## src/common/tusca_settings.svh

```systemverilog
/*
 * Tusca climate controller timing and reset defaults,
 * with cycle counts scaled down for short simulations
 */
`ifndef TUSCA_SETTINGS_SVH
`define TUSCA_SETTINGS_SVH

`define TUSCA_UART_BIT_CYCLES   16   // Clock cycles per UART bit
`define TUSCA_DHT_START_CYCLES  40   // Master low pulse on the sensor bus
`define TUSCA_DHT_BIT_THRESHOLD 12   // Longer high phase means a 1 bit
`define TUSCA_DHT_TIMEOUT       200  // Cycles without a bus edge
`define TUSCA_DELAY_CYCLES      300  // Wait between measurements
`define TUSCA_PWM_PERIOD        64   // Fan PWM period

`define TUSCA_LIM_TEMP1   20
`define TUSCA_LIM_TEMP2   25
`define TUSCA_LIM_TEMP3   30
`define TUSCA_LIM_TEMP4   35
`define TUSCA_LIM_UMIDADE 70

`endif

```

## src/serial/uart_rx.sv

```systemverilog
/*
 * 8N1 UART receiver, samples at mid-bit and gives one byte
 * per byte_valid pulse while enabled
 */
`timescale 1ns/1ps
`include "tusca_settings.svh"

module uart_rx (
  input  logic       clock,
  input  logic       reset,
  input  logic       rx,
  input  logic       enable,
  output logic       byte_valid,
  output logic [7:0] data
);

  localparam int unsigned cnt_w = $clog2(`TUSCA_UART_BIT_CYCLES);
  localparam logic [cnt_w-1:0] bit_fim  = cnt_w'(`TUSCA_UART_BIT_CYCLES - 1);
  localparam logic [cnt_w-1:0] meio_bit = cnt_w'(`TUSCA_UART_BIT_CYCLES / 2 - 1);

  logic [1:0]       rx_sinc;
  logic             ocupado;
  logic [cnt_w-1:0] conta;
  logic [3:0]       indice;   // 0 start, 1 to 8 data, 9 stop

  always_ff @(posedge clock) begin
    if (ocupado && conta == meio_bit && indice >= 4'd1 && indice <= 4'd8) begin
      data <= {rx_sinc[1], data[7:1]};  // LSB first
    end
  end

  always_ff @(posedge clock) begin
    if (reset) begin
      rx_sinc    <= 2'b11;
      ocupado    <= 1'b0;
      conta      <= '0;
      indice     <= '0;
      byte_valid <= 1'b0;
    end else begin
      rx_sinc    <= {rx_sinc[0], rx};
      byte_valid <= 1'b0;
      if (!enable) begin
        ocupado <= 1'b0;
      end else if (!ocupado) begin
        if (!rx_sinc[1]) begin
          ocupado <= 1'b1;
          conta   <= '0;
          indice  <= '0;
        end
      end else begin
        conta <= (conta == bit_fim) ? '0 : conta + 1'b1;
        if (conta == bit_fim) begin
          indice <= indice + 1'b1;
        end
        if (conta == meio_bit) begin
          if (indice == 4'd0 && rx_sinc[1]) begin
            ocupado <= 1'b0;            // Glitch, not a start bit
          end
          if (indice == 4'd9) begin
            ocupado    <= 1'b0;
            byte_valid <= rx_sinc[1];   // Framing error drops the byte
          end
        end
      end
    end
  end

endmodule

```

## config.mk

```make
export PLATFORM = sky130hd
export DESIGN_NAME = uart_rx
export DESIGN_NICKNAME = d
export VERILOG_FILES = /design/src/serial/uart_rx.sv
export VERILOG_INCLUDE_DIRS = /design/src /design/src/common
export SDC_FILE = /design/constraint.sdc
export NUM_CORES = 1
export LEC_CHECK = 0
export ABC_AREA = 1
export BUFFER_PORTS_ARGS = -buffer_cell sky130_fd_sc_hd__buf_2
export CORE_MARGIN = 2
export CORE_UTILIZATION = 53
export CTS_CLUSTER_SIZE = 30
export DETAILED_ROUTE_END_ITERATION = 8
export PLACE_DENSITY = 0.86
export SLEW_MARGIN = 30
export SYNTH_ARGS = -nofsm -noshare
export SYNTH_HDL_FRONTEND = slang
export SYNTH_SLANG_ARGS = --single-unit
export TNS_END_PERCENT = 20
```

## constraint.sdc

```tcl
create_clock -name clock -period 1.8 [get_ports clock]
set_clock_uncertainty 0.05 [all_clocks]
set_input_delay 0 -clock clock [delete_from_list [all_inputs] [get_ports clock]]
set_output_delay 0 -clock clock [all_outputs]
set_load 0.01 [all_outputs]
```

==> results.toml <==
[yosys]
seq_area_frac_synth_pct = 55.4
syn_inst = 95
postSynthAreaPerCell_um2 = 9.13
ys_ff_latch = 20
synth_edf_count = 8
syn-cell-area_um2 = 867
synthDistinctLibCells = 22
syn_nets = 103
ys_async_sr_fraction_pct = 0
yosys_most_used_dff = "dfxtp_1"
yosys_warnings = 0

[final_layout]
antennaDiodeCount = 0
area_growth_pct = 20.8
mostFrequentLayoutCell = "nand2_1"
final_cell_mix = "18 x nand2_1, 12 x dfxtp_1, 12 x buf_2"
fin_nets = 125
drive_gt1_share_pct = 21.6
design_area_um2 = 1050

[route]
vias = 717
drcViolationCount = 0
first_iter_violations = 12
drt-wirelength-per-cell_um = 12.6
dr.pass1.iters = 4
viasPerCell = 5.43
drt-total-wl_um = 1670
ant_nets = 0

[sta]
fin_ws_ns = 0.320
fin_crit_sh_pct = 82.2
setup_viol_count_final = 0
slew_violations = 0
rsz0062_at_grt = "false"
tns_ns = 0
min_period_ns = 1.48
max_freq_ghz = 0.676
slew-limit-headroom_pct = 82.5
worstMarginPinSlew_ns = 0.260
hold_viol = 0

[critical_path]
r2r-start = "conta[1]$_SDFFE_PP0P_"
start_kind = "flop"
critPathArrivalTime_ns = 1.45
cp-end-kind = "flop"
endpoint = "data[2]$_DFFE_PP_"
regToRegSetupSlack_ns = 0.32
path_max_fanout = 8
rr_endpoint = "data[2]$_DFFE_PP_"
reg2reg_depth = 6
path_class = "flop to flop"
required_ns = 1.77
startpoint = "conta[1]$_SDFFE_PP0P_"

[grt]
grt_pass1_wl_um = 2730
grt_max_degree = 13
grt_pass1_vias = 632
antenna_found_initial = 0
grt_usage_pct = 19.6
grt_overflow = 0

[power]
p_leak_nw = 0.432
power.density_nw_per_um2 = 834
p_seq_share_pct = 54.3
power_frac_clock_pct = 40.9
switching_share_pct = 18.2
p_sw_mw = 0.159
power.internal_mw = 0.715
power_frac_comb_pct = 4.8
ir_drop_mv = 0.702

[placed_design]
pre_cts_slack_ns = 0.364
gp_congestion = 0.853
dpl_cell_area_um2 = 955
dp_hpwl_um = 1240
portBuffers = 12

[clock_tree]
cts.clk_slew.worst_paths_ns = 0.11
cts_resized = 0
clock_latency_ns = 0.30
htree_num_levels = 1
cts_setup_buffers = 0
cts_tree = "built"
root_buffer = "clkbuf_4"
clock_sinks = 20
cts_hold_buf = 4
cts_buffers = 3
ctsLongestPathBuffers = 2

[worst_hold_path]
min_path_type = "flop to flop"

[outcome]
status = "complete, no violations"

[job]
drv_cap = 0

[floorplanning]
core_area_um2 = 1520
die_w_um = 44.4
die_area_um2 = 1980
io_pins = 13
start_util_pct = 56.9
rows = 14
die_h_um = 44.4
layout make-up:
| cell class | instances | area (um2) |
|---|---|---|
| multi-input combinational | 61 | 330 |
| inverter | 13 | 48.8 |
| sequential | 20 | 480 |
| tap | 16 | 20.0 |
| fill | 109 | 477 |
| clock buffer | 3 | 22.5 |
| timing repair buffer | 18 | 115 |
| clock inverter | 1 | 30.0 |
Yosys cell counts (2+ instances only):
cell type   n  share of area (%)
inv_1      11                4.8
ha_1        4                5.8
edfxtp_1    8                 28
nand3_1     6                3.5
dfxtp_1    12                 28
or2_2       2                1.4
nor2_1      9                3.9
a21oi_1     7                4.0
nand2_1    18                7.8
inv_2       2               0.87
o21ai_1     2                1.2
o21ai_0     4                2.3
power groups by stage:
stage	combinational (mW)	sequential [mW]	clock, mW
after global routing	0.0468	0.475	0.381
after global placement	0.0332	0.484	0
after floorplan	0.0236	0.484	0
after CTS	0.0413	0.474	0.364
final	0.0423	0.474	0.357
after detailed placement	0.0347	0.485	0
through the flow:
step	cells	power [mW]	hold WS, ns	util, %
finish	132	0.874	0.371	68.7
global route	132	0.902	0.389	68.7
CTS	132	0.880	0.373	68.7
detailed placement	124	0.519	0.145	62.6
global placement	124	0.518	0.133	62.6
floorplan	95	0.507	0.0191	-
logic make-up after synthesis:
kind of cell               synth area share, %
and+or+nand+nor                           21.2
DFF                                       55.4
AOI/OAI and AO/OA                         9.09
buffers and inverters                     6.49
adders and majority gates                 5.77
xor gates and xnor gates                  2.02
worst min path at each step:
stage	start	to	slack (ns)	cells after the start
final	rx_sinc[0]$_SDFF_PP1_	rx_sinc[1]$_SDFF_PP1_	0.37	1
after global routing	rx_sinc[0]$_SDFF_PP1_	rx_sinc[1]$_SDFF_PP1_	0.39	1
after CTS	rx_sinc[0]$_SDFF_PP1_	rx_sinc[1]$_SDFF_PP1_	0.37	1
after detailed placement	rx	rx_sinc[0]$_SDFF_PP1_	0.14	2
after global placement	rx	rx_sinc[0]$_SDFF_PP1_	0.13	2
after floorplan	reset	conta[1]$_SDFFE_PP0P_	0.02	1
registers in the layout (all words and copies together), names as in the netlist:
register and count:
byte_valid 1, conta 4, data 8, indice 4
ocupado 1, rx_sinc 2
worst max-delay path, stage by stage, from the launching register on:
cell     delay, ns
dfxtp_1       0.37
ha_1          0.18
nand2_1       0.11
nor2_1        0.16
o21ai_1       0.09
nor2_1        0.09
buf_4         0.17
metal layers:
| layer | track usage, % | up-vias | share of wire [%] |
|---|---|---|---|
| met5 | 0 | - | 0 |
| met4 | 9.09 | 0 | 2.0 |
| met3 | 3.67 | 5 | 6.0 |
| met2 | 33.8 | 31 | 49 |
| met1 | 23.4 | 329 | 43 |
| li1 | - | 352 | - |
No activity file was read; power rests on OpenSTA's default activity.
