**src/common/tusca_settings.svh**
```systemverilog
/*
 * Tusca climate controller timing and reset defaults,
 * with cycle counts scaled down for short simulations
 */
`ifndef TUSCA_SETTINGS_SVH
`define TUSCA_SETTINGS_SVH

`define TUSCA_UART_BIT_CYCLES   16   // Clock cycles per UART bit
`define TUSCA_DHT_START_CYCLES  40   // Master low pulse on the sensor bus
`define TUSCA_DHT_BIT_THRESHOLD 12   // Longer high phase means a 1 bit
`define TUSCA_DHT_TIMEOUT       200  // Cycles without a bus edge
`define TUSCA_DELAY_CYCLES      300  // Wait between measurements
`define TUSCA_PWM_PERIOD        64   // Fan PWM period

`define TUSCA_LIM_TEMP1   20
`define TUSCA_LIM_TEMP2   25
`define TUSCA_LIM_TEMP3   30
`define TUSCA_LIM_TEMP4   35
`define TUSCA_LIM_UMIDADE 70

`endif

```
**src/common/tusca_pkg.sv**
```systemverilog
/*
 * Tusca shared types: FSM states of the control unit and the
 * DHT11 master, and the temperature level
 */
package tusca_pkg;

  typedef enum logic [2:0] {
    uc_inicial,
    uc_medir,
    uc_transmitir,
    uc_espera,
    uc_config
  } uc_state_t;

  typedef enum logic [2:0] {
    dht_ocioso,
    dht_pulso_inicio,
    dht_resposta,
    dht_bit_baixo,
    dht_bit_alto,
    dht_verifica
  } dht_state_t;

  typedef logic [2:0] nivel_t;  // 0 to 4

endpackage

```
**src/rtl/climate_actuator.sv**
```systemverilog
/*
 * Climate actuators: temperature level against four limits,
 * fan PWM with duty set by the level, humidity relay
 */
`timescale 1ns/1ps
`include "tusca_settings.svh"

module climate_actuator import tusca_pkg::*; (
  input  logic       clock,
  input  logic       reset,
  input  logic [7:0] temperatura,
  input  logic [7:0] umidade,
  input  logic [7:0] lim_temp1,
  input  logic [7:0] lim_temp2,
  input  logic [7:0] lim_temp3,
  input  logic [7:0] lim_temp4,
  input  logic [7:0] lim_umidade,
  output nivel_t     nivel,
  output logic       rele,
  output logic       pwm_ventoinha
);

  localparam int unsigned pwm_w = $clog2(`TUSCA_PWM_PERIOD);
  localparam logic [pwm_w-1:0] periodo_fim = pwm_w'(`TUSCA_PWM_PERIOD - 1);
  localparam int unsigned quarto = `TUSCA_PWM_PERIOD / 4;

  logic [pwm_w-1:0] conta;
  logic [pwm_w:0]   duty;     // Up to the full period
  nivel_t           nivel_prox;

  assign nivel_prox = nivel_t'(temperatura >= lim_temp1) + nivel_t'(temperatura >= lim_temp2) +
                      nivel_t'(temperatura >= lim_temp3) + nivel_t'(temperatura >= lim_temp4);

  always_ff @(posedge clock) begin
    if (reset) begin
      nivel         <= '0;
      rele          <= 1'b0;
      conta         <= '0;
      duty          <= '0;
      pwm_ventoinha <= 1'b0;
    end else begin
      nivel         <= nivel_prox;
      rele          <= (umidade >= lim_umidade);
      pwm_ventoinha <= ({1'b0, conta} < duty);
      if (conta == periodo_fim) begin
        conta <= '0;
        duty  <= (pwm_w + 1)'(nivel * quarto);  // New duty at period start
      end else begin
        conta <= conta + 1'b1;
      end
    end
  end

  a_nivel_max: assert property (@(posedge clock) disable iff (reset)
    nivel <= 3'd4);

endmodule

```
**config.mk**
```make
export PLATFORM = sky130hd
export DESIGN_NAME = climate_actuator
export DESIGN_NICKNAME = d
export VERILOG_FILES = /design/src/common/tusca_pkg.sv /design/src/rtl/climate_actuator.sv
export VERILOG_INCLUDE_DIRS = /design/src /design/src/common
export SDC_FILE = /design/constraint.sdc
export NUM_CORES = 1
export LEC_CHECK = 0
export BUFFER_PORTS_ARGS = -buffer_cell sky130_fd_sc_hd__buf_2
export CAP_MARGIN = 20
export CORE_ASPECT_RATIO = 0.8
export CORE_UTILIZATION = 45
export CTS_BUF_LIST = sky130_fd_sc_hd__clkbuf_2
export DETAILED_ROUTE_END_ITERATION = 12
export GPL_ROUTABILITY_DRIVEN = 0
export PLACE_DENSITY = 0.91
export SLEW_MARGIN = 20
export SYNTH_ARGS = -nofsm -noshare
export SYNTH_HDL_FRONTEND = slang
export SYNTH_SLANG_ARGS = --single-unit
```
**constraint.sdc**
```tcl
create_clock -name clock -period 2 [get_ports clock]
set_input_delay 0 -clock clock [delete_from_list [all_inputs] [get_ports clock]]
set_output_delay 0 -clock clock [all_outputs]
set_load 0.1 [all_outputs]
```
==> summary.txt <==
Run status
  • Outcome: complete, no violations

Timing
  • Layout Skew: 7.39 ps
  • Peak Freq: about 0.53 GHz
  • Min Hold Slack: 14.0 ps
  • Post-layout min period: around 1900 ps
  • Setup violations, final: 0
  • Period utilization: 0.950
  • Setup TNS: 0 ps
  • Slew @ Worst Pin: 485 ps
  • Final Hold Vio Count: 0
  • Slew Viols, Final: 0
  • Slew HR: 0.679

Setup path
  • Kind of critical path: in2reg
  • R2R Path End: duty[5]
  • Reg2Reg Depth: 5
  • CP arrival: between 2000 and 2500 ps
  • Worst Setup End Kind: register
  • CP Data Required Time: 2170 ps
  • Worst-path fanout max: 4
  • Reg-to-Reg Start: conta[0]
  • Worst setup path end: nivel[1]
  • CP Launch Type: input port
  • Worst setup startpoint: temperatura[6]
  • Flop2flop setup slack: 770 ps

Cells and area
  • Most common cell after layout, fill and taps aside: buf_2
  • # diodes: 0
  • Area Overhead vs Synth: 31.2%
  • Most frequent cells in the layout: buf_2, ha_1, inv_1
  • Nets: 358
  • Share of layout cells above drive strength 1: 0.335

Clock network
  • Longest Clk Path Bufs: 2
  • CTS Hold Buffers Added: 0
  • Sinks on Clock Net: 14
  • H-tree depth: 1
  • Total CTS buffers: 3
  • Later-pin clock latency in the skew report: between 200 and 300 ps
  • TritonCTS clock tree: done
  • Worst-path clk slew: between 100 and 150 ps
  • Clk root buf: clkbuf_2
  • Post-CTS setup buffers: 0

Route
  • Wirelength per Cell: ~10 um
  • Total number of vias: 1,392
  • Metal2 WL: 1440 um
  • Routed wl met3: 125 um
  • Residual DRC: 0
  • M1 WL: 1330 um
  • Length of the first detailed-routing pass in iterations: 2
  • Routed Wire Length: 2920 um
  • Avg Vias per Cell: roughly 4.7
  • ANT nets after route: 0
  • Detailed Route Iter0 Violations: 32
  • Highest metal used: met4

Logic synthesis
  • Post-Synth Simple-Gate Area: 0.152
  • Syn_nets: between 200 and 300
  • Synth Register Bits: 14
  • Async SR Flop Fraction: 0
  • Compound-Gate Fraction of Synth Area: 0.142
  • Synthesized netlist cell count: roughly 180
  • Yosys Warn Count: 0
  • Synth Area in Adders: 0.378
  • Largest family of logic cells by synthesized area: adder cells
  • Post-Syn Area: ~1500 um^2
  • Synth Flop Type: dfxtp_1
  • Register area share after synthesis: 0.186
  • Synth Area per Inst: about 8.4 um^2
  • Post-synth EDFFs: 0
  • XOR/XNOR Fraction of Synth Area: 0.0232
  • Netlist cell types: 24
  • Mux contribution to synthesized area: 0.0199

Global route
  • Vias in the first global route: 1,351
  • GRT overflow: 0
  • Largest net degree at the start of global routing: 12
  • Global Route Usage Sum: 0.185
  • Initial antenna violation count: 0
  • First-pass GRT wire length: 5110 um

Die
  • I/O Pins: 63
  • Die width: 66.7 um
  • Starting Density: 0.482
  • Die area: 3590 um^2
  • Row cnt: 18
  • Core ar.: 3130 um^2
  • Chip height: 53.8 um

Placed design
  • I/O Buffers: 62
  • DP Wirelength: 2640 um

Power and ir drop
  • Pwr/cell area: about 430 nW/um^2
  • Peak VDD IR: 0.169 mV
  • Final Power: 0.000855 W
  • LEAKAGE: 1.18 nW

Run
  • Max Cap Viol: 0

Worst hold path
  • Hold crit path type: in2reg
[cell type report]
class                      instances  area, um^2
inverter                          39         146
timing repair buffer              72         385
clock buffer                       3        15.0
clock inverter                     1        3.75
multi-input combinational        125        1100
tap                               40        50.0
sequential                        14         280
fill                             278        1150
[registers in the layout, indices dropped and copies added (netlist names)]
register / flops
duty: 3
conta: 6
pwm_ventoinha: 1
nivel: 3
rele: 1
[logic make-up (layout without fill, tap and decap cells)]
family / count (synthesis) / in the layout
adder cells (fa/ha/maj): 45 / 45
AND/OR/NAND/NOR: 43 / 43
flip-flops: 14 / 14
buffers and inverters: 40 / 115
AO/OA/AOI/OAI: 30 / 30
XOR/XNOR: 4 / 4
multiplexers: 3 / 3
[through the flow]
stage,setup slack [ps],std cells,cell area [um^2],utilization
floorplan,13.9,179,1520,-
global placement,-141,290,1950,0.624
detailed placement,-233,290,1950,0.624
CTS,83.0,294,1970,0.629
global route,-10.3,294,1980,0.632
finish,101,294,1980,0.632
[per-layer routing]
layer / GRT usage / vias to the layer above
li1: - / 749
met1: 0.207 / 603
met2: 0.370 / 38
met3: 0.0191 / 2
met4: 0.0532 / 0
met5: 0 / -
[critical path, stage by stage]
cell	delay, ps
buf_2	120
ha_1	310
a21o_1	190
a211oi_1	270
o31ai_2	130
fa_1	470
ha_2	190
ha_1	260
nor2b_1	120
[where the power goes]
part	leakage, nW	switching, W	internal (W)	total [W]
registers	0.114	0.0000110	0.000298	0.000309
logic	1.05	0.000246	0.000173	0.000418
clock network	0.0140	0.0000845	0.0000434	0.000128
[worst min path at each step]
stage	from	end	slack, ps	cells past startpoint
global placement	reset	conta[2]	310	2
floorplan	reset	conta[1]	200	2
finish	reset	conta[2]	10	2
CTS	reset	conta[2]	10	2
detailed placement	reset	conta[4]	320	2
global route	reset	conta[2]	20	2
[Yosys cell counts, drive strengths merged (4+ instances only)]
cell	number	area share
a21oi	12	0.040
nor2	16	0.040
nor2b	5	0.021
dfxtp	14	0.19
nand2	6	0.015
nand2b	6	0.027
ha	44	0.36
nand3	8	0.035
inv	39	0.097
a21o	7	0.035
a211oi	4	0.020
[timing repair]
action	4_1_cts	5_1_grt
gates resized for setup	0	2
endpoints found under the hold margin	0	0
setup endpoints to repair	0	1
Power figures use the tool's default switching activity.
