`src/common/tusca_settings.svh`:
```
/*
 * Tusca climate controller timing and reset defaults,
 * with cycle counts scaled down for short simulations
 */
`ifndef TUSCA_SETTINGS_SVH
`define TUSCA_SETTINGS_SVH

`define TUSCA_UART_BIT_CYCLES   16   // Clock cycles per UART bit
`define TUSCA_DHT_START_CYCLES  40   // Master low pulse on the sensor bus
`define TUSCA_DHT_BIT_THRESHOLD 12   // Longer high phase means a 1 bit
`define TUSCA_DHT_TIMEOUT       200  // Cycles without a bus edge
`define TUSCA_DELAY_CYCLES      300  // Wait between measurements
`define TUSCA_PWM_PERIOD        64   // Fan PWM period

`define TUSCA_LIM_TEMP1   20
`define TUSCA_LIM_TEMP2   25
`define TUSCA_LIM_TEMP3   30
`define TUSCA_LIM_TEMP4   35
`define TUSCA_LIM_UMIDADE 70

`endif

```
`src/common/tusca_pkg.sv`:
```
/*
 * Tusca shared types: FSM states of the control unit and the
 * DHT11 master, and the temperature level
 */
package tusca_pkg;

  typedef enum logic [2:0] {
    uc_inicial,
    uc_medir,
    uc_transmitir,
    uc_espera,
    uc_config
  } uc_state_t;

  typedef enum logic [2:0] {
    dht_ocioso,
    dht_pulso_inicio,
    dht_resposta,
    dht_bit_baixo,
    dht_bit_alto,
    dht_verifica
  } dht_state_t;

  typedef logic [2:0] nivel_t;  // 0 to 4

endpackage

```
`src/serial/measurement_sender.sv`:
```
/*
 * 8N1 measurement transmitter: temperature, humidity and level
 * frame, or the single byte 0xEE after a failed reading
 */
`timescale 1ns/1ps
`include "tusca_settings.svh"

module measurement_sender import tusca_pkg::*; (
  input  logic       clock,
  input  logic       reset,
  input  logic       transmite_medida,
  input  logic       erro_medida,
  input  logic [7:0] temperatura,
  input  logic [7:0] umidade,
  input  nivel_t     nivel,
  output logic       tx_serial,
  output logic       pronto_transmissao_medida
);

  localparam int unsigned cnt_w = $clog2(`TUSCA_UART_BIT_CYCLES);
  localparam logic [cnt_w-1:0] bit_fim = cnt_w'(`TUSCA_UART_BIT_CYCLES - 1);

  logic             ocupado;
  logic             erro_pendente;
  logic [23:0]      quadro;
  logic [1:0]       byte_idx;
  logic [1:0]       ultimo_byte;
  logic [3:0]       bit_idx;   // Bit on the line, 0 start and 9 stop
  logic [cnt_w-1:0] conta;

  always_ff @(posedge clock) begin
    if (!ocupado && transmite_medida) begin
      quadro <= erro_pendente ? 24'h0000EE : {5'b0, nivel, umidade, temperatura};
    end else if (ocupado && conta == bit_fim && bit_idx == 4'd9) begin
      quadro <= quadro >> 8;
    end
  end

  always_ff @(posedge clock) begin
    if (reset) begin
      ocupado                   <= 1'b0;
      erro_pendente             <= 1'b0;
      byte_idx                  <= '0;
      ultimo_byte               <= '0;
      bit_idx                   <= '0;
      conta                     <= '0;
      tx_serial                 <= 1'b1;
      pronto_transmissao_medida <= 1'b0;
    end else begin
      pronto_transmissao_medida <= 1'b0;
      if (erro_medida) begin
        erro_pendente <= 1'b1;
      end
      if (!ocupado) begin
        if (transmite_medida) begin
          ocupado       <= 1'b1;
          erro_pendente <= 1'b0;
          ultimo_byte   <= erro_pendente ? 2'd0 : 2'd2;
          byte_idx      <= '0;
          bit_idx       <= '0;
          conta         <= '0;
          tx_serial     <= 1'b0;
        end
      end else if (conta == bit_fim) begin
        conta <= '0;
        if (bit_idx == 4'd9) begin
          if (byte_idx == ultimo_byte) begin
            ocupado                   <= 1'b0;
            pronto_transmissao_medida <= 1'b1;
          end else begin
            byte_idx  <= byte_idx + 1'b1;
            bit_idx   <= '0;
            tx_serial <= 1'b0;
          end
        end else begin
          bit_idx   <= bit_idx + 1'b1;
          tx_serial <= (bit_idx == 4'd8) ? 1'b1 : quadro[bit_idx[2:0]];
        end
      end else begin
        conta <= conta + 1'b1;
      end
    end
  end

endmodule

```
`config.mk`:
```
export PLATFORM = sky130hd
export DESIGN_NAME = measurement_sender
export DESIGN_NICKNAME = d
export VERILOG_FILES = /design/src/common/tusca_pkg.sv /design/src/serial/measurement_sender.sv
export VERILOG_INCLUDE_DIRS = /design/src /design/src/common
export SDC_FILE = /design/constraint.sdc
export NUM_CORES = 1
export LEC_CHECK = 0
export ABC_AREA = 1
export BUFFER_PORTS_ARGS = -buffer_cell sky130_fd_sc_hd__buf_2
export CORE_ASPECT_RATIO = 0.5
export CORE_MARGIN = 5
export CORE_UTILIZATION = 35
export CTS_CLUSTER_DIAMETER = 60
export DETAILED_ROUTE_END_ITERATION = 8
export PLACE_DENSITY = 0.64
export SETUP_SLACK_MARGIN = 0.05
export SLEW_MARGIN = 20
export SYNTH_ARGS = -nofsm -noshare
export SYNTH_HDL_FRONTEND = slang
export SYNTH_SLANG_ARGS = --single-unit
```
`constraint.sdc`:
```
create_clock -name clock -period 3.4 [get_ports clock]
set_input_delay 0 -clock clock [delete_from_list [all_inputs] [get_ports clock]]
set_output_delay 0 -clock clock [all_outputs]
set_load 0.03 [all_outputs]
```
==> impl_metrics.tcl <==
set metrics [dict create \
    worst_setup_path_start_kind "flop" \
    final-hold-violation-count 0 \
    clock-skew-final_ns 0.00378 \
    post-place-cells 251 \
    rr_startpoint "ocupado" \
    ys_seq_area_share_pct 54.5 \
    swShare_pct 21.5 \
    drive_gt1_share_pct 19.9 \
    outcome "finished, final reports clean" \
    cp.required_ns 3.31 \
    first_global_vias 1239 \
    final_nets 237 \
    die_y_um 57.8 \
    final-max-slew-violation-count 0 \
    fp-row-count 17 \
    r2r_slack_ns 1.16 \
    relSlewSlack_pct 31.1 \
    power_leakage_nw 0.819 \
    synth.distinct_cells 26 \
    power.density_mw_per_mm2 512 \
    intPower_mw 0.799 \
    place_area_mm2 0.00177 \
    viasPerCell 4.70 \
    ir_drop_mv 0.260 \
    grt_first_pass_wirelength_um 5550 \
    final_common_cell "nor2_1" \
    syn_inst 173 \
    cts_sinks 34 \
    whs_ns 0.00382 \
    rr_endpoint "quadro[12]" \
    layout.cells.non_filler 268 \
    antenna_cells 0 \
    seqPwrFrac_pct 47.1 \
    cp.arrival_ns 2.15 \
    layout_setup_ws_ns 1.16 \
    p_comb_share_pct 9.8 \
    hold_class "in -> reg" \
    hold_path_end "quadro[9]" \
    die_area_mm2 0.00610 \
    antenna_found_initial 0 \
    path_max_fanout 19 \
    layout_min_cycle_time_ns 2.24 \
    grt_use_total_pct 11.6 \
    clock_latency_ns 0.29 \
    grt_max_degree 20 \
    overflow 0 \
    drc 0 \
    ant_nets 0 \
    area_growth_pct 24.5 \
    syn_area_per_cell_um2 9.24 \
    critical_path.cell_chain "nor2_1, inv_1, nand2_1, a21oi_2" \
    clkPwrFrac_pct 43.0 \
    drv_cap 0 \
    final_util_pct 45.2 \
    die_width_um 106 \
    drt-wirelength-per-cell_um 12.0 \
    core-area_mm2 0.00440 \
    setup_viol 0 \
    h-tree-depth 2 \
    io_buffers 24 \
    worstHoldPathCells 2 \
    dpl_worst_slack_ns 1.14 \
    hold_path_startpoint "umidade[1]" \
    crit_type "reg -> reg" \
    dr.pass1.iters 4 \
    vias 1259 \
    fin_setup_tns_ns 0 \
    drt_iter0_drc 101 \
    numCtsBuffers 5 \
    crit_path_end_kind "flop" \
    start_util_pct 36.3 \
    gp_congestion 0.775 \
    synth.cell_area_mm2 0.00160 \
    finalPower_mw 1.02 \
    min_period_over_period_pct 65.8 \
    final_cell_mix "nor2_1 (29), buf_2 (24), inv_1 (22)" \
    drt_wl_total_um 3220 \
    synth.yosys.warnings 0 \
    max_freq_ghz 0.447 \
    root_buffer "clkbuf_8" \
    ys_ff_latch 34 \
    synth_nets 200 \
    clock_path_buffers 2 \
    p_sw_mw 0.219 \
    num_io_pins 25 \
    cts_tree "built" \
    worst_pin_slew_ns 1.03 \
    max_stage_delay_ns 0.77 \
    clkTransAtPathRegs_ns 0.07 \
    fin_area_mm2 0.00199 \
    cpMaxStageDelayCell "a21oi_2" \
    grt_setup_unrepaired "false" \
    hpwl_um 2250 \
    reg2reg_depth 4 \
]
[Yosys cell counts]
library cell,n,area (um2)
o21ai_0,8,40.0
inv_1,22,82.6
nand2_1,19,71.3
nor2_1,29,109
o22a_1,6,52.6
nand4_1,1,6.26
nor3b_1,1,7.51
dfxtp_1,15,300
xnor2_1,1,8.76
nand2_4,1,11.3
nor3_1,1,5.00
nand3_1,13,65.1
o22ai_1,1,6.26
a22o_1,5,43.8
or2_1,1,6.26
a22oi_1,1,7.51
nand3_2,1,10.0
ha_1,4,50.1
or2_2,1,6.26
nor2_2,2,12.5
nor2_4,2,22.5
clkbuf_1,1,3.75
edfxtp_1,19,571
buf_6,2,22.5
inv_2,3,11.3
a21oi_1,13,65.1
[final cells by class]
type / count / area [um2]
clock buffer: 5 / 68.8
clock inverter: 3 / 63.8
fill: 389 / 2410
inverter: 25 / 93.8
multi-input combinational: 111 / 611
sequential: 34 / 871
tap: 57 / 71.3
timing repair buffer: 33 / 210
[layer usage]
metal	vias up	track usage [%]	part of all wire [%]
met3	9	4.23	5.5
met2	36	19.7	45
li1	655	-	-
met5	-	0	0
met1	559	13.4	47
met4	0	5.35	2.5
[cell families after synthesis]
logic type,synth area share [%]
xor gates and xnor gates,0.548
adders and majority gates,3.13
DFF,54.5
buffers and inverters,7.52
and+or+nand+nor,20.8
AOI/OAI and AO/OA,13.5
[worst max-delay path, delay by kind of cell, from the launching register on]
kind,cells,cell delay (ns)
AO/OA/AOI/OAI,1,0.77
buffers and inverters,1,0.13
flip-flops,1,0.64
AND/OR/NAND/NOR,2,0.31
[state kept, by name, summed over array words and instances (netlist names)]
signal / cells
ocupado: 1
ultimo_byte: 1
pronto_transmissao_medida: 1
erro_pendente: 1
byte_idx: 2
quadro: 19
conta: 4
bit_idx: 4
tx_serial: 1
[power groups by stage]
stage               Sequential [mW]  Combinational (mW)  Clock, mW
finish                        0.480               0.100      0.438
global route                  0.483               0.114      0.463
CTS                           0.480               0.101      0.446
detailed placement            0.489              0.0924          0
global placement              0.488              0.0906          0
floorplan                     0.485              0.0669          0
[timing repair]
| item | 4_1_cts | 5_1_grt |
|---|---|---|
| setup buffers | 0 | 0 |
| resized for setup | 0 | 0 |
| hold buffers | 9 | 0 |
| endpoints found under the hold margin | 9 | 0 |
[how the worst max path moves through the flow]
| stage | startpoint | slack [ns] | end | depth (start not counted) |
|---|---|---|---|---|
| 2_1_floorplan | conta[0] | 1.21 | quadro[0] | 5 |
| 6_report | ocupado | 1.16 | quadro[12] | 4 |
| 3_3_place_gp | ocupado | 1.24 | quadro[11] | 4 |
| 5_1_grt | ocupado | 0.97 | quadro[7] | 4 |
| 3_5_place_dp | ocupado | 1.14 | quadro[13] | 4 |
| 4_1_cts | ocupado | 1.13 | quadro[12] | 4 |
(Power assumes the default switching activity.)
