`config.mk`:
```
export PLATFORM = sky130hd
export DESIGN_NAME = tusca_uc
export DESIGN_NICKNAME = d
export VERILOG_FILES = /design/src/common/tusca_pkg.sv /design/src/rtl/tusca_uc.sv
export VERILOG_INCLUDE_DIRS = /design/src /design/src/common
export SDC_FILE = /design/constraint.sdc
export NUM_CORES = 1
export LEC_CHECK = 0
export ABC_AREA = 1
export BUFFER_PORTS_ARGS = -buffer_cell sky130_fd_sc_hd__buf_2
export CAP_MARGIN = 20
export CORE_MARGIN = 2
export CORE_UTILIZATION = 56
export DETAILED_ROUTE_END_ITERATION = 12
export GPL_TIMING_DRIVEN = 0
export PLACE_DENSITY = 0.84
export REMOVE_ABC_BUFFERS = 1
export SLEW_MARGIN = 20
export SYNTH_ARGS = -nofsm -noshare
export SYNTH_HDL_FRONTEND = slang
export SYNTH_SLANG_ARGS = --single-unit
```
`constraint.sdc`:
```
create_clock -name clock -period 1.55 [get_ports clock]
set_input_delay 0.0775 -clock clock [delete_from_list [all_inputs] [get_ports clock]]
set_output_delay 0.0775 -clock clock [all_outputs]
set_load 0.02 [all_outputs]
```
`src/common/tusca_settings.svh`:
```
/*
 * Tusca climate controller timing and reset defaults,
 * with cycle counts scaled down for short simulations
 */
`ifndef TUSCA_SETTINGS_SVH
`define TUSCA_SETTINGS_SVH

`define TUSCA_UART_BIT_CYCLES   16   // Clock cycles per UART bit
`define TUSCA_DHT_START_CYCLES  40   // Master low pulse on the sensor bus
`define TUSCA_DHT_BIT_THRESHOLD 12   // Longer high phase means a 1 bit
`define TUSCA_DHT_TIMEOUT       200  // Cycles without a bus edge
`define TUSCA_DELAY_CYCLES      300  // Wait between measurements
`define TUSCA_PWM_PERIOD        64   // Fan PWM period

`define TUSCA_LIM_TEMP1   20
`define TUSCA_LIM_TEMP2   25
`define TUSCA_LIM_TEMP3   30
`define TUSCA_LIM_TEMP4   35
`define TUSCA_LIM_UMIDADE 70

`endif

```
`src/common/tusca_pkg.sv`:
```
/*
 * Tusca shared types: FSM states of the control unit and the
 * DHT11 master, and the temperature level
 */
package tusca_pkg;

  typedef enum logic [2:0] {
    uc_inicial,
    uc_medir,
    uc_transmitir,
    uc_espera,
    uc_config
  } uc_state_t;

  typedef enum logic [2:0] {
    dht_ocioso,
    dht_pulso_inicio,
    dht_resposta,
    dht_bit_baixo,
    dht_bit_alto,
    dht_verifica
  } dht_state_t;

  typedef logic [2:0] nivel_t;  // 0 to 4

endpackage

```
`src/rtl/tusca_uc.sv`:
```
/*
 * Tusca control unit: measure, transmit and wait cycle, with a
 * config state entered from the wait state
 */
`timescale 1ns/1ps
`include "tusca_settings.svh"

module tusca_uc import tusca_pkg::*; (
  input  logic clock,
  input  logic reset,
  input  logic start,
  input  logic definir_config,
  input  logic cancelar_definir_config,
  input  logic pronto_medida,
  input  logic pronto_transmissao_medida,
  input  logic pronto_config,
  output logic medir_dht11,
  output logic transmite_medida,
  output logic receber_config,
  output logic esperando_config
);

  localparam int unsigned conta_w = $clog2(`TUSCA_DELAY_CYCLES);
  localparam logic [conta_w-1:0] conta_fim = conta_w'(`TUSCA_DELAY_CYCLES - 1);

  uc_state_t          estado;
  logic [conta_w-1:0] conta;
  logic [2:0]         entradas_q;   // start, definir, cancelar
  logic [2:0]         entradas_qq;
  logic [2:0]         bordas;

  assign bordas = entradas_q & ~entradas_qq;

  assign receber_config   = (estado == uc_config);
  assign esperando_config = (estado == uc_config);

  always_ff @(posedge clock) begin
    if (reset) begin
      estado           <= uc_inicial;
      conta            <= '0;
      entradas_q       <= '0;
      entradas_qq      <= '0;
      medir_dht11      <= 1'b0;
      transmite_medida <= 1'b0;
    end else begin
      entradas_q       <= {start, definir_config, cancelar_definir_config};
      entradas_qq      <= entradas_q;
      medir_dht11      <= 1'b0;
      transmite_medida <= 1'b0;
      case (estado)
        uc_inicial: begin
          if (bordas[2]) begin
            estado      <= uc_medir;
            medir_dht11 <= 1'b1;
          end
        end
        uc_medir: begin
          if (pronto_medida) begin
            estado           <= uc_transmitir;
            transmite_medida <= 1'b1;
          end
        end
        uc_transmitir: begin
          if (pronto_transmissao_medida) begin
            estado <= uc_espera;
            conta  <= '0;
          end
        end
        uc_espera: begin
          conta <= conta + 1'b1;
          if (bordas[1]) begin
            estado <= uc_config;      // Config wins over the next measurement
          end else if (conta == conta_fim) begin
            estado      <= uc_medir;
            medir_dht11 <= 1'b1;
          end
        end
        uc_config: begin
          if (pronto_config || bordas[0]) begin
            estado <= uc_espera;
            conta  <= '0;
          end
        end
        default: estado <= uc_inicial;
      endcase
    end
  end

  a_pulsos_exclusivos: assert property (@(posedge clock) disable iff (reset)
    !(medir_dht11 && transmite_medida));

endmodule

```
==> summary.md, run 1 <==
| Metric | Value |
|---|---|
| Slew Viols, Final | 0 |
| Syn Inst Count | 166 |
| Clk pwr share | 23.3% |
| Post-Synth Simple-Gate Area | 38.8% |
| Tmin final | 1.35 ns |
| CP max stage delay | 0.41 ns |
| Setup bufs post-CTS | 0 |
| Crit Reg-Reg Endpoint | conta[7] |
| Via Count | 1018 |
| Die Span Y | 47.1 um |
| Antenna cells | 0 |
| DRC | 0 |
| XOR/XNOR Fraction of Synth Area | 0% |
| Switching Power | 0.000493 W |
| CTS sink count | 20 |
| Core Util, Final | 67.5% |
| TritonRoute pass-1 iters | 4 |
| Post-DRT Antenna Nets | 0 |
| Clock slew at reported path FFs | 0.11 ns |
| Max VDD drop | 792 uV |
| Top cell by count, worst path | nand2_1 |
| Final net count | 191 |
| Flop2flop setup slack | 0.20 ns |
| Worst Reg-to-Reg Cells | 7 |
| Unrepaired setup endpoints after global routing | no |
| Max Fclk | 0.741 GHz |
| Area contributors post-synth | dfxtp_1 (38%), nand2_1 (18%), inv_1 (10%), nor2_1 (7.6%), a21oi_1 (5.8%) |
| Number of stages on the worst setup path | 7 |
| Ys flop type | dfxtp_1 |
| DR iter-0 viols | 27 |
| Synth area leader | dfxtp_1 |
| Worst Hold Class | input pin to register |
| Routed WL per cell | 10.5 um |
| Kind of cell adding the most delay to the critical path | simple AND/OR/NAND/NOR gates |
| Pwr dens | 1140 nW/um2 |
| Final Cycle Share | 87.0% |
| Clock buffer depth | 2 |
| Max-cap violations | 0 |
| Worst skew pair latency | 0.31 ns |
| Critical R2R Launch | conta[4] |
| Count leader, synth | nand2_1 |
| Core Footprint | 1750 um2 |
| GRT Total Usage | 22.1% |
| Seq/Total Area, Yosys | 38.5% |
| CP startpoint kind | register |
| Setup violators final | 0 |
| Antenna violations before repair | 0 |
| Crit path DAT | 1.55 ns |
| Worst slew pin tran | 0.354 ns |
| Post-DP HPWL | 1500 um |
| Top cell type's share of synthesized area | 38.5% |
| Port-buffer cells | 11 |
| Hold buffers post-CTS | 3 |
| Die X | 47.1 um |
| Share of cells above drive strength 1 | 13.3% |
| Skew final | 0.00238 ns |
| Synth Area per Inst | 6.27 um2 |
| First-pass GRT wire length | 3420 um |
| Switch share | 36.7% |
| Number of synthesis warnings | 0 |
| Crit path cell chain | nand2_1 -> nor2_1 -> nand2_1 -> o21ai_1 -> nand2_1 -> nand2_1 -> a21oi_1 |
| IO Pins | 12 |
| Yosys cell types | 20 |
| Worst setup startpoint | conta[4] |
| Via density | 4.94 |
| # placed instances | 199 |
| Number of global-route vias before repair | 837 |
| Initial Util | 59.6% |
| Buf/Inv on CP | 0 |
| Yosys reg bits | 20 |
| Worst Path Max Fanout | 5 |
| Internal Power | 0.000850 W |
| Asr flop ratio synth | 0% |
| Largest family of logic cells by synthesized area | simple AND/OR/NAND/NOR gates |
| Setup TNS | 0 ns |
| Placement Setup Slack | 0.291 ns |
| Post-CTS sizing | 0 |
| Max-Slew Margin vs Limit | 76.4% |
| Cell Count, Final, Fillers Out | 206 |
| Pin count of the biggest net entering global routing | 20 |
| Detailed Route WL | 2170 um |
| CTS Root Cell | clkbuf_4 |
| Mapped cell area | 1040 um2 |
| Synth Area in Adders | 1.20% |
| Crit path kind | register to register |
| Required @ worst endpoint | 1.75 ns |
| Synth Area in Compound Gates | 8.89% |
| CTS tree | built |
| Post-synth EDFFs | 0 |
| Static Leak | 0.552 nW |
| CP endpoint | conta[7] |
| Status | completed |
| FP Rows | 15 |
| GPL Wtd Cong | 0.826 |
| Logic pwr share | 31.5% |
| Commonest cells in the netlist | nand2_1 (49), inv_1 (28), nor2_1 (21) |
| Cts bufs inserted | 3 |
| Final worst setup slack | 0.201 ns |
| Flop pwr share | 45.2% |
| Die footprint | 2220 um2 |
| DP Area | 1110 um2 |
| Final hold vios | 0 |
| Worst setup EP type | register |
| Final Instance Area | 1180 um2 |
| H-tree depth | 1 |
| Grt ovf | 0 |
| Slowest stage cell, crit path | dfxtp_1 |
| Mux cell area share after synthesis | 0% |
| Area added between synthesis and finish | 13.2% |
power groups by stage:
stage               sequential [W]  clock (W)  combinational (W)
detailed placement        0.000616          0           0.000415
global placement          0.000614          0           0.000400
CTS                       0.000604   0.000314           0.000423
global route              0.000612   0.000333           0.000480
finish                    0.000607   0.000313           0.000423
floorplan                 0.000612          0           0.000324
state kept, by name (all words and copies together) (netlist names):
signal and count:
medir_dht11 1, transmite_medida 1, entradas_qq 3, conta 9, estado 3, entradas_q 3
worst register-to-register path: stages (launching register included):
cell	delay (ns)
dfxtp_1	0.41
nand2_1	0.10
nor2_1	0.22
nand2_1	0.11
o21ai_1	0.16
nand2_1	0.10
nand2_1	0.08
a21oi_1	0.07
layout by cell type, fill, tap and decap left out, drive strengths merged:
| cell | Yosys | layout |
|---|---|---|
| nand3 | 13 | 13 |
| buf | 1 | 11 |
| dlygate4sd3 | 0 | 3 |
| dfxtp | 20 | 20 |
| clkbuf | 2 | 4 |
| nor2 | 26 | 26 |
| ha | 1 | 1 |
| a21oi | 12 | 12 |
| o21ai | 5 | 5 |
| nor3 | 1 | 1 |
| o211ai | 1 | 1 |
| inv | 30 | 30 |
| nand4 | 3 | 3 |
| nand2 | 50 | 50 |
| clkinv | 1 | 1 |
cells by family after synthesis:
family                     Yosys count
DFF                                 20
adders and majority gates            1
and+or+nand+nor                     93
buffers and inverters               34
AOI/OAI and AO/OA                   18
area by class of cell:
cell class                      count  area (um2)
Fill cell                         153         567
Multi-Input combinational cell    112         509
Sequential cell                    20         400
Inverter                           31         116
Timing Repair Buffer               14        85.1
Clock buffer                        4        36.3
Tap cell                           25        31.3
layer usage:
metal  GRT usage [%]  up-vias  part of all wire (%)
li1                -      539                     -
met1            28.6      447                    46
met2            37.0       29                    50
met3            2.31        3                   3.3
met4            10.0        0                   1.2
met5               0        -                     0
stage by stage:
stage / total power [W] / hold slack [ns]
final: 0.00134 / 0.00380
after CTS: 0.00134 / 0.00898
after detailed placement: 0.00103 / 0.289
after global placement: 0.00101 / 0.277
after floorplan: 0.000937 / 0.147
after global routing: 0.00143 / 0.0191
worst min-delay path by stage:
stage | startpoint | end | cells after the start
5_1_grt | pronto_medida | transmite_medida | 3
2_1_floorplan | reset | conta[1] | 1
3_5_place_dp | cancelar_definir_config | entradas_q[0] | 3
4_1_cts | pronto_medida | transmite_medida | 3
3_3_place_gp | start | entradas_q[2] | 3
6_report | pronto_medida | transmite_medida | 3
Power figures use the tool's default switching activity.
==> run 2, diff against run 1 <==
- CELL_PAD_IN_SITES_DETAIL_PLACEMENT: not set -> 0
- CELL_PAD_IN_SITES_GLOBAL_PLACEMENT: not set -> 1
- CORE_UTILIZATION: 56 -> 39
==> summary.md, run 2 (synthesis gave the netlist of run 1 again) <==
| Metric | Value |
|---|---|
| Share of cells above drive strength 1 | 13.3% (unchanged) |
| Post-DRT Antenna Nets | 0 (unchanged) |
| Final Cycle Share | 86.6% (-0.38 points) |
| Initial Util | 41.6% (-18 points) |
| H-tree depth | 1 (unchanged) |
| Top cell by count, worst path | nand2_1 |
| Buf/Inv on CP | 1 (+1) |
| Static Leak | 0.552 nW (unchanged) |
| Die Span Y | 55.7 um (+18%) |
| DRC | 0 (unchanged) |
| # fillers | 260 (+70%) |
| Skew final | 0.00116 ns (-0.00122 ns) |
| CTS tree | built |
| Pwr dens | 1120 nW/um2 (-1.4%) |
| Commonest cells after routing, fill and taps aside | nand2_1 (49), inv_1 (28), nor2_1 (21), dfxtp_1 (20) |
| Hold depth | 3 (unchanged) |
| Area added between synthesis and finish | 13.8% |
| Slowest stage cell, crit path | dfxtp_1 |
| CTS Root Cell | clkbuf_4 |
| Grt ovf | 0 (unchanged) |
| Crit path cell chain | ha_1 -> nand2_1 -> nor2_1 -> nand2_1 -> nand2_1 -> nand3_2 -> nand2_1 -> inv_1 -> nor2_1 |
| Post-CTS sizing | 0 (unchanged) |
| Setup bufs post-CTS | 0 (unchanged) |
| Status | completed |
| Die X | 55.7 um (+18%) |
| Die footprint | 3100 um2 (+40%) |
| Cts bufs inserted | 3 (unchanged) |
| Worst setup EP type | register |
| Final net count | 191 (unchanged) |
| Critical R2R Launch | conta[0] |
| DR iter-0 viols | 12 (-56%) |
| Clock slew at reported path FFs | 0.11 ns (about the same) |
| Antenna cells | 0 (unchanged) |
| Flop2flop setup slack | 0.21 ns (about the same) |
| Core Footprint | 2500 um2 (+43%) |
| DP Area | 1120 um2 (+0.56%) |
| Max-Slew Margin vs Limit | 76.9% (+0.50 points) |
| Post-DP HPWL | 1530 um (+1.9%) |
| Max reg flops | 9 (unchanged) |
| Worst skew pair latency | 0.30 ns (about the same) |
| Final Instance Area | 1180 um2 (+0.53%) |
| Required @ worst endpoint | 1.80 ns (+0.05 ns) |
| Worst Reg-to-Reg Cells | 9 (+2) |
| Commonest non-fill, non-tap cell in the layout | nand2_1 |
| Hold buffers post-CTS | 3 (unchanged) |
| Biggest register | conta |
| Max-cap violations | 0 (unchanged) |
| Kind of cell adding the most delay to the critical path | simple AND/OR/NAND/NOR gates |
| Crit Reg-Reg Endpoint | estado[0] |
| Max Fclk | 0.745 GHz (+0.44%) |
| Min-Delay Endpoint | transmite_medida |
| Via Count | 993 (-2.5%) |
| Routed WL per cell | 9.76 um (-7.2%) |
| Crit path DAT | 1.59 ns (+0.04 ns) |
| Hold_sp | pronto_medida |
| Worst Path Max Fanout | 3 (-2) |
| Final hold vios | 0 (unchanged) |
| Number of global-route vias before repair | 915 (+9.3%) |
| GRT Total Usage | 14.4% (-7.6 points) |
| Worst Hold Class | input pin to register |
| Pin count of the biggest net entering global routing | 20 (unchanged) |
| CTS sink count | 20 (unchanged) |
| First-pass GRT wire length | 3660 um (+6.9%) |
| FP Rows | 18 (+3) |
| CP startpoint kind | register |
| Port-buffer cells | 11 (unchanged) |
| Via density | 4.71 (-4.8%) |
| Antenna violations before repair | 0 (unchanged) |
| CP max stage delay | 0.38 ns (-0.03 ns) |
| Detailed Route WL | 2060 um (-4.9%) |
| Clock buffer depth | 2 (unchanged) |
| Slew Viols, Final | 0 (unchanged) |
| Setup violators final | 0 (unchanged) |
| Unrepaired setup endpoints after global routing | no |
| Crit path kind | register to register |
| GPL Wtd Cong | 0.826 (about the same) |
| Setup TNS | 0 ns (unchanged) |
| IO Pins | 12 (unchanged) |
| Max VDD drop | 802 uV (+1.2%) |
| Tmin final | 1.34 ns (-0.00595 ns) |
| TritonRoute pass-1 iters | 4 (unchanged) |
| Worst slew pin tran | 0.346 ns (-0.00754 ns) |
## run 2: cell counts in the layout (fill, tap and decap cells not counted)
Identical to the previous run, type by type.
## run 2: cell type report
type                            instances  area (um2)  share of cell area (%)
Sequential cell                        20         400                    33.8
Tap cell                               30        37.5                    3.17
Inverter                               31         116                    9.82
Multi-Input combinational cell        112         509                    43.0
Clock buffer                            4        36.3                    3.06
Timing Repair Buffer                   14        85.1                    7.18
## run 2: routing by layer
layer / GRT usage (%) / wire length, um / vias up
met3: 2.79 / 51 / 2
li1: - / - / 536
met5: 0 / 0 / -
met2: 25.0 / 1020 / 11
met4: 5.23 / 15 / 0
met1: 17.7 / 974 / 444
## run 2: worst max-delay path by stage
stage / start / to / slack (ns) / cells past startpoint
2_1_floorplan: estado[0] / estado[0] / 0.02 / 9
3_3_place_gp: conta[0] / estado[1] / 0.24 / 8
3_5_place_dp: conta[0] / estado[1] / 0.22 / 9
4_1_cts: conta[0] / estado[1] / 0.19 / 9
5_1_grt: conta[0] / estado[1] / 0.02 / 9
6_report: conta[0] / estado[0] / 0.21 / 9
## run 2: worst register-to-register path: stages (launching register included)
cell and delay, ns:
dfxtp_1 0.38, ha_1 0.20, nand2_1 0.06, nor2_1 0.18
nand2_1 0.08, nand2_1 0.10, nand3_2 0.10, nand2_1 0.07
inv_1 0.04, nor2_1 0.08
## run 2: report_power, final
part | switching [W] | total [W] | internal, W
sequential | 0.0000450 | 0.000602 | 0.000557
clock | 0.000163 | 0.000307 | 0.000143
combinational | 0.000272 | 0.000422 | 0.000150
## run 2: stage by stage
stage	setup WS [ns]	hold WS [ns]	instances	util [%]	power [W]
after floorplan	0.0237	0.147	163	-	0.000937
after global placement	0.238	0.278	204	44.7	0.00103
after detailed placement	0.222	0.290	204	44.7	0.00104
after CTS	0.195	0.00713	211	47.4	0.00135
after global routing	0.0196	0.0344	211	47.4	0.00143
final	0.207	0.00860	211	47.4	0.00133
